### config.mk
export PLATFORM = sky130hd
export DESIGN_NAME = ms
export DESIGN_NICKNAME = d
export VERILOG_FILES = /design/src/verilog/mult_pkg.sv /design/src/verilog/switch_capture.sv /design/src/verilog/operand_magnitude.sv /design/src/verilog/mult_control.sv /design/src/verilog/multiplier_shift.sv /design/src/verilog/multiplicand_shift.sv /design/src/verilog/product_accum.sv /design/src/verilog/result_display.sv /design/src/verilog/ms.sv
export SDC_FILE = /design/constraint.sdc
export NUM_CORES = 1
export LEC_CHECK = 0
export ABC_AREA = 1
export BUFFER_PORTS_ARGS = -buffer_cell sky130_fd_sc_hd__buf_2
export CAP_MARGIN = 0
export CORE_MARGIN = 2
export CORE_UTILIZATION = 60
export CTS_CLUSTER_SIZE = 28
export DETAILED_ROUTE_END_ITERATION = 8
export PLACE_DENSITY = 0.8
export SYNTH_ARGS = -nofsm -noshare
export SYNTH_HDL_FRONTEND = slang
export SYNTH_SLANG_ARGS = --single-unit
### constraint.sdc
create_clock -name i_clk -period 2.1 [get_ports i_clk]
set_clock_uncertainty 0.15 [all_clocks]
set_input_delay 0.315 -clock i_clk [delete_from_list [all_inputs] [get_ports i_clk]]
set_output_delay 0.315 -clock i_clk [all_outputs]
set_load 0.01 [all_outputs]
### src/verilog/mult_pkg.sv
package mult_pkg;

	// ========================================
	// widths fixed by the board
	// ========================================
	localparam int OP_W   = 9;	// two's complement switch operand
	localparam int MAG_W  = 9;	// magnitude up to 256
	localparam int PROD_W = 17;	// magnitude up to 65536

	// ========================================
	// vector types
	// ========================================
	typedef logic [OP_W-1:0]   op_t;
	typedef logic [MAG_W-1:0]  mag_t;
	typedef logic [PROD_W-1:0] prod_t;	// also the LED vector

	// operand after conversion
	typedef struct packed {
		logic	sign;
		mag_t	mag;
	} smag_t;

	// ========================================
	// control sequence
	// ========================================
	typedef enum logic [2:0] {
		ST_IDLE = 3'd0,	// waiting for a press
		ST_LOAD = 3'd1,
		ST_RUN  = 3'd2,	// one cycle per multiplier bit
		ST_SHOW = 3'd3,
		ST_HOLD = 3'd4	// waiting for release
	} ctl_state_e;

endpackage

### src/verilog/switch_capture.sv
module switch_capture
import mult_pkg::*;
#(
	parameter int SYNC_STAGES = 2
)(
	input  logic			i_clk,
	input  logic			i_rst_n,
	input  logic [2*OP_W-1:0]	i_sw,
	input  logic			i_start_n,

	output op_t			o_multiplicand,
	output op_t			o_multiplier,
	output logic			o_start_req
);

	localparam int IN_W = 2*OP_W + 1;	// switches plus the button

	logic [SYNC_STAGES-1:0][IN_W-1:0]	r_sync;
	logic [IN_W-1:0]			w_synced;

	always_ff @(posedge i_clk or negedge i_rst_n) begin
		if (!i_rst_n) begin
			r_sync <= '0;
		end else begin
			r_sync[0] <= {~i_start_n, i_sw};	// button made active high
			for (int i = 1; i < SYNC_STAGES; i++) begin
				r_sync[i] <= r_sync[i-1];
			end
		end
	end

	assign w_synced = r_sync[SYNC_STAGES-1];

	assign o_start_req    = w_synced[IN_W-1];
	assign o_multiplicand = w_synced[2*OP_W-1:OP_W];	// upper switches
	assign o_multiplier   = w_synced[OP_W-1:0];

endmodule

### src/verilog/operand_magnitude.sv
module operand_magnitude
import mult_pkg::*;
(
	input  op_t	i_val,

	output smag_t	o_smag
);

	logic	w_neg;
	mag_t	w_inv;
	mag_t	w_mag;

	assign w_neg = i_val[OP_W-1];

	// two's complement negate
	// -256 wraps to 9'h100 which is 256 unsigned
	assign w_inv = ~mag_t'(i_val) + 1'b1;

	assign w_mag = w_neg ? w_inv : mag_t'(i_val);

	assign o_smag.sign = w_neg;
	assign o_smag.mag  = w_mag;

endmodule

### src/verilog/mult_control.sv
module mult_control
import mult_pkg::*;
(
	input  logic	i_clk,
	input  logic	i_rst_n,
	input  logic	i_start_req,
	input  logic	i_zero,

	output logic	o_load,
	output logic	o_shift,
	output logic	o_show
);

	ctl_state_e	r_state;
	ctl_state_e	w_next;

	always_ff @(posedge i_clk or negedge i_rst_n) begin
		if (!i_rst_n) begin
			r_state <= ST_IDLE;
		end else begin
			r_state <= w_next;
		end
	end

	always_comb begin
		w_next = r_state;
		case (r_state)
			ST_IDLE: begin
				if (i_start_req) begin
					w_next = ST_LOAD;
				end
			end
			ST_LOAD: w_next = ST_RUN;
			ST_RUN: begin
				if (i_zero) begin	// last set bit handled this cycle
					w_next = ST_SHOW;
				end
			end
			ST_SHOW: w_next = ST_HOLD;
			ST_HOLD: begin
				if (!i_start_req) begin	// fresh press needed
					w_next = ST_IDLE;
				end
			end
			default: w_next = ST_IDLE;
		endcase
	end

	assign o_load  = (r_state == ST_LOAD);
	assign o_shift = (r_state == ST_RUN);
	assign o_show  = (r_state == ST_SHOW);

	// ========================================
	// checks
	// ========================================
	a_load_pulse: assert property (
		@(posedge i_clk) disable iff (!i_rst_n)
		o_load |=> !o_load
	);

	a_show_after_run: assert property (
		@(posedge i_clk) disable iff (!i_rst_n)
		o_show |-> $past(r_state) == ST_RUN
	);

endmodule

### src/verilog/multiplier_shift.sv
module multiplier_shift
import mult_pkg::*;
(
	input  logic	i_clk,
	input  logic	i_rst_n,
	input  logic	i_load,
	input  logic	i_shift,
	input  mag_t	i_mag,

	output logic	o_lsb,
	output logic	o_zero
);

	mag_t	r_mag;

	always_ff @(posedge i_clk or negedge i_rst_n) begin
		if (!i_rst_n) begin
			r_mag <= '0;
		end else if (i_load) begin
			r_mag <= i_mag;
		end else if (i_shift) begin
			r_mag <= r_mag >> 1;
		end
	end

	assign o_lsb = r_mag[0];

	// nothing left above the current bit
	// so the run can stop after this shift
	assign o_zero = (r_mag[MAG_W-1:1] == '0);

	// control never loads mid run
	a_load_shift_excl: assert property (
		@(posedge i_clk) disable iff (!i_rst_n)
		!(i_load && i_shift)
	);

endmodule

### src/verilog/multiplicand_shift.sv
module multiplicand_shift
import mult_pkg::*;
(
	input  logic	i_clk,
	input  logic	i_rst_n,
	input  logic	i_load,
	input  logic	i_shift,
	input  mag_t	i_mag,

	output prod_t	o_val
);

	prod_t	r_val;

	always_ff @(posedge i_clk or negedge i_rst_n) begin
		if (!i_rst_n) begin
			r_val <= '0;
		end else if (i_load) begin
			r_val <= prod_t'(i_mag);	// zero extended
		end else if (i_shift) begin
			r_val <= r_val << 1;	// tracks the multiplier bit weight
		end
	end

	assign o_val = r_val;

endmodule

### src/verilog/product_accum.sv
module product_accum
import mult_pkg::*;
(
	input  logic	i_clk,
	input  logic	i_rst_n,
	input  logic	i_load,
	input  logic	i_shift,
	input  logic	i_lsb,
	input  prod_t	i_addend,

	output prod_t	o_sum
);

	prod_t			r_sum;
	logic [PROD_W:0]	w_sum_ext;	// one extra bit for carry out

	assign w_sum_ext = {1'b0, r_sum} + {1'b0, i_addend};

	always_ff @(posedge i_clk or negedge i_rst_n) begin
		if (!i_rst_n) begin
			r_sum <= '0;
		end else if (i_load) begin
			r_sum <= '0;
		end else if (i_shift && i_lsb) begin
			r_sum <= w_sum_ext[PROD_W-1:0];
		end
	end

	assign o_sum = r_sum;

	// largest product is 256 x 256
	a_no_carry: assert property (
		@(posedge i_clk) disable iff (!i_rst_n)
		(i_shift && i_lsb) |-> !w_sum_ext[PROD_W]
	);

endmodule

### src/verilog/result_display.sv
module result_display
import mult_pkg::*;
(
	input  logic	i_clk,
	input  logic	i_rst_n,
	input  logic	i_load,
	input  logic	i_show,
	input  logic	i_sign_a,
	input  logic	i_sign_b,
	input  prod_t	i_sum,

	output prod_t	o_led,
	output logic	o_led_sign,
	output logic	o_ready
);

	logic	r_sign_a;
	logic	r_sign_b;
	prod_t	r_led;
	logic	r_led_sign;
	logic	r_ready;
	logic	w_sign;

	// operand signs as they were at load
	always_ff @(posedge i_clk or negedge i_rst_n) begin
		if (!i_rst_n) begin
			r_sign_a <= 1'b0;
			r_sign_b <= 1'b0;
		end else if (i_load) begin
			r_sign_a <= i_sign_a;
			r_sign_b <= i_sign_b;
		end
	end

	assign w_sign = (r_sign_a ^ r_sign_b) && (i_sum != '0);	// no negative zero

	always_ff @(posedge i_clk or negedge i_rst_n) begin
		if (!i_rst_n) begin
			r_led      <= '0;
			r_led_sign <= 1'b0;
			r_ready    <= 1'b0;
		end else begin
			if (i_show) begin
				r_led      <= i_sum;
				r_led_sign <= w_sign;
			end
			if (i_show) begin
				r_ready <= 1'b1;
			end else if (i_load) begin
				r_ready <= 1'b0;	// cleared by the next start
			end
		end
	end

	assign o_led      = r_led;
	assign o_led_sign = r_led_sign;
	assign o_ready    = r_ready;

endmodule

### src/verilog/ms.sv
module ms
import mult_pkg::*;
#(
	parameter int SYNC_STAGES = 2
)(
	input  logic			i_clk,
	input  logic			i_rst_n,
	input  logic			i_start_n,
	input  logic [2*OP_W-1:0]	i_sw,

	output prod_t			o_led,
	output logic			o_led_sign,
	output logic			o_ready
);

	op_t	w_mcand_op;
	op_t	w_mlier_op;
	logic	w_start_req;
	smag_t	w_mcand;
	smag_t	w_mlier;
	logic	w_load;
	logic	w_shift;
	logic	w_show;
	logic	w_lsb;
	logic	w_zero;
	prod_t	w_mcand_val;
	prod_t	w_sum;

	switch_capture #(
		.SYNC_STAGES	(SYNC_STAGES)
	) capture_i (
		.i_clk		(i_clk),
		.i_rst_n	(i_rst_n),
		.i_sw		(i_sw),
		.i_start_n	(i_start_n),

		.o_multiplicand	(w_mcand_op),
		.o_multiplier	(w_mlier_op),
		.o_start_req	(w_start_req)
	);

	operand_magnitude mcand_mag_i (
		.i_val		(w_mcand_op),
		.o_smag		(w_mcand)
	);

	operand_magnitude mlier_mag_i (
		.i_val		(w_mlier_op),
		.o_smag		(w_mlier)
	);

	// ========================================
	// sequencing and datapath
	// ========================================
	mult_control control_i (
		.i_clk		(i_clk),
		.i_rst_n	(i_rst_n),
		.i_start_req	(w_start_req),
		.i_zero		(w_zero),

		.o_load		(w_load),
		.o_shift	(w_shift),
		.o_show		(w_show)
	);

	multiplier_shift mlier_i (
		.i_clk		(i_clk),
		.i_rst_n	(i_rst_n),
		.i_load		(w_load),
		.i_shift	(w_shift),
		.i_mag		(w_mlier.mag),

		.o_lsb		(w_lsb),
		.o_zero		(w_zero)
	);

	multiplicand_shift mcand_i (
		.i_clk		(i_clk),
		.i_rst_n	(i_rst_n),
		.i_load		(w_load),
		.i_shift	(w_shift),
		.i_mag		(w_mcand.mag),

		.o_val		(w_mcand_val)
	);

	product_accum accum_i (
		.i_clk		(i_clk),
		.i_rst_n	(i_rst_n),
		.i_load		(w_load),
		.i_shift	(w_shift),
		.i_lsb		(w_lsb),
		.i_addend	(w_mcand_val),

		.o_sum		(w_sum)
	);

	result_display display_i (
		.i_clk		(i_clk),
		.i_rst_n	(i_rst_n),
		.i_load		(w_load),
		.i_show		(w_show),
		.i_sign_a	(w_mcand.sign),
		.i_sign_b	(w_mlier.sign),
		.i_sum		(w_sum),

		.o_led		(o_led),
		.o_led_sign	(o_led_sign),
		.o_ready	(o_ready)
	);

endmodule

==> summary.txt <==
Critical path
  • Worst setup SP type: flop
  • Setup crit end kind: flop
  • Worst path most repeated cell: nand2_1
  • Highest cell delay on the worst timing path: 0.41 ns
  • FF-to-FF setup slack: 0.13 ns
  • Critical-path maximum fanout: 4
  • Worst EP arrival: 2.14 ns
  • Critical Path RT: 2.27 ns
  • Largest delay share family, worst path: simple AND/OR/NAND/NOR gates
  • Reg2reg path depth: 11
  • Slowest cell on crit path: fa_1
  • CP Cell Sequence: ha_1 > fa_1 > nand2_1 > nand2_1 > nand3_1 > nand2_1 > nand2_1 > nand2_1 > nand2_1 > nand3_1 > nand2_1
  • Kind of critical path: flop to flop
  • Reg-to-Reg End: accum_i.o_sum[14]$_DFFE_PN0P_
  • Reg2reg start: accum_i.o_sum[0]$_DFFE_PN0P_
  • Buf/Inv on CP: 0

Logic synthesis
  • Yosys warnings: 0
  • Mean Syn Cell Area: 8.34 sq um
  • Mux cell area share after synthesis: 0%
  • Mapped Cells: 610
  • Mapped Nets: between 600 and 700
  • Post-Synth Adder-Cell Area: between 4 and 5%
  • Fraction of registers with async set/reset: between 90% and 100%
  • Sequential fraction of the synthesis area: 51.7%
  • Simple-gate portion of the synthesized area: 23.2%
  • Post-synth cell types: 39
  • #FFs+latches synth: 105
  • Synth Area in Compound Gates: 9.30%
  • Main combinational cell family by area after synthesis: simple AND/OR/NAND/NOR gates
  • Mapped cell area: ~5100 sq um
  • XOR/XNOR share of the synthesized area: about 1.2%
  • Synth Flop Type: dfrtp_1
  • EDFF count, synth: 0

Placement
  • Gpl congestion: 0.901
  • Port Buffers: 39
  • Hpwl dp: roughly 7500 um

Floorplanning
  • Site row count: 33
  • Die height: 96.1 um
  • Die W: 96.1 um
  • Core area: 8220 sq um
  • Initial Util: roughly three fifths
  • DIE AREA: 9230 sq um
  • Top Ports: 40

Clock network
  • H-tree depth: 3
  • Longest Clk Path Bufs: 2
  • Setup bufs post-CTS: 0
  • CTS tree: built
  • CTS buffer count: 9
  • Clk slew on worst S/H paths: 0.10 ns
  • Root buf cell: clkbuf_8
  • Clock latency on the worst-skew pair: 0.37 ns
  • Clock Sinks: 105

STA
  • Rel. slew slack: 71.8%
  • Setup TNS: 0 ns
  • Final critical-path required period: 1.97 ns
  • Max Fclk: 0.508 GHz
  • Setup-failing EPs final: 0
  • Final period utilization: 93.8%
  • Final Hold Vio Count: 0
  • Max-slew violations: 0
  • Worst slew pin tran: 0.422 ns
  • Unrepaired setup endpoints after global routing: no

Cells and area
  • # fillers: ~640
  • Ant. Diodes: 0
  • Share of layout cells above drive strength 1: 11.2%
  • Final Net Count: 713
  • Most frequent cells in the layout: 202 x nand2_1, 105 x dfrtp_1, 97 x inv_1
  • Area Growth Syn to Fin: 13.3%
  • Most common cell after layout, fill and taps aside: nand2_1

Job
  • Max Cap Violations: 0

Global route
  • Largest net degree at the start of global routing: 61
  • GRT Residual Overflow: 0
  • Number of global-route vias before repair: 4060
  • Gr usage total: 25.3%
  • First-pass GRT wire length: 17900 um
  • Antenna violations before repair: 0

Status
  • Status: finished, final reports clean

Route
  • DR vias: 4067
  • Residual DRC: 0
  • Initial DRC Count: 227
  • Antenna Violating Nets Remaining: 0
  • TritonRoute pass-1 iters: 4
  • Avg Vias per Cell: 5.19
  • Final WL: 10300 um
  • Drt wl/cell: 13.1 um

Power
  • Worst vdd ir: 0.700 mV
  • Leakage: 3.15 nW
  • PwrDens: between 1000 and 1500 nW/um^2
  • Total power: between 7 and 8 mW

Min path
  • Min-Delay Path Class: primary input to async pin
## synthesized netlist by cell type (all sizes together) (4+ instances only)
master | instances | area [sq um]
nor2 | 23 | 118
nor3 | 8 | 40.0
nand3b | 5 | 37.5
xor2 | 6 | 52.6
o21ai | 52 | 275
clkbuf | 4 | 18.8
inv | 102 | 393
dfrtp | 105 | 2630
nand2 | 204 | 768
nand4 | 7 | 43.8
nand3 | 29 | 150
buf | 9 | 85.1
ha | 18 | 225
a21oi | 15 | 75.1
o22ai | 10 | 62.6
## registers in the layout, indices dropped and copies added (netlist names)
register and flops:
capture_i.r_sync 19, accum_i.o_sum 17, display_i.o_ready 1, display_i.r_sign_b 1, display_i.o_led_sign 1, mcand_i.o_val 17, capture_i.w_synced 19, display_i.o_led 17
display_i.r_sign_a 1, mlier_i.r_mag 9, control_i.r_state 3
## final cells by class
cell class / instances / area, sq um / share of cell area (%)
clock buffers: 10 / 128 / 2.22
clock inverters: 6 / 61.3 / 1.06
inverters: 102 / 393 / 6.82
multi-input cells: 390 / 1960 / 34.1
flip-flops and latches: 105 / 2630 / 45.6
well taps: 105 / 131 / 2.28
repair buffers: 65 / 455 / 7.91
## worst max-delay path by stage
| stage | from | to | slack (ns) | cells after the start |
|---|---|---|---|---|
| finish | accum_i.o_sum[0]$_DFFE_PN0P_ | accum_i.o_sum[14]$_DFFE_PN0P_ | 0.13 | 11 |
| detailed placement | accum_i.o_sum[0]$_DFFE_PN0P_ | accum_i.o_sum[16]$_DFFE_PN0P_ | 0.12 | 10 |
| global route | accum_i.o_sum[0]$_DFFE_PN0P_ | accum_i.o_sum[12]$_DFFE_PN0P_ | 0.0007 | 10 |
| CTS | accum_i.o_sum[0]$_DFFE_PN0P_ | accum_i.o_sum[16]$_DFFE_PN0P_ | 0.10 | 10 |
| floorplan | accum_i.o_sum[0]$_DFFE_PN0P_ | accum_i.o_sum[16]$_DFFE_PN0P_ | 0.29 | 10 |
| global placement | accum_i.o_sum[0]$_DFFE_PN0P_ | accum_i.o_sum[16]$_DFFE_PN0P_ | 0.19 | 10 |
## power by group
| group | switching (mW) | total [mW] | internal [mW] | leakage, nW |
|---|---|---|---|---|
| sequential | 0.368 | 2.92 | 2.55 | 1.32 |
| combinational | 1.98 | 3.05 | 1.08 | 1.73 |
| clock | 0.736 | 1.20 | 0.461 | 0.0922 |
| total | 3.08 | 7.17 | 4.08 | 3.15 |
## through the flow
stage | instances | cell area, sq um | setup WS, ns | hold WS, ns | utilization, %
after floorplan | 610 | 5090 | 0.287 | -0.131 | -
after global routing | 783 | 5760 | 0.000719 | 0.209 | 70.1
final | 783 | 5760 | 0.130 | 0.190 | 70.1
after CTS | 783 | 5760 | 0.105 | 0.192 | 70.1
after global placement | 747 | 5370 | 0.187 | 0.0515 | 65.3
after detailed placement | 747 | 5370 | 0.115 | 0.0568 | 65.3
## layer usage
metal	track usage, %	wire length [um]
met5	0	0
met4	7.26	141
met3	6.11	504
met2	45.4	5290
met1	30.3	4350
## kinds of logic after synthesis
kind of cell / after synthesis
flops: 105
simple gates: 280
buf+inv: 115
xor+xnor: 7
fa+ha+maj: 19
compound gates: 84
## what timing repair did
action	CTS	global route
hold buffers	20	0
hold endpoints to repair	92	0
endpoints found under the setup margin	0	2
resized for setup	0	1
(Power assumes the default switching activity.)
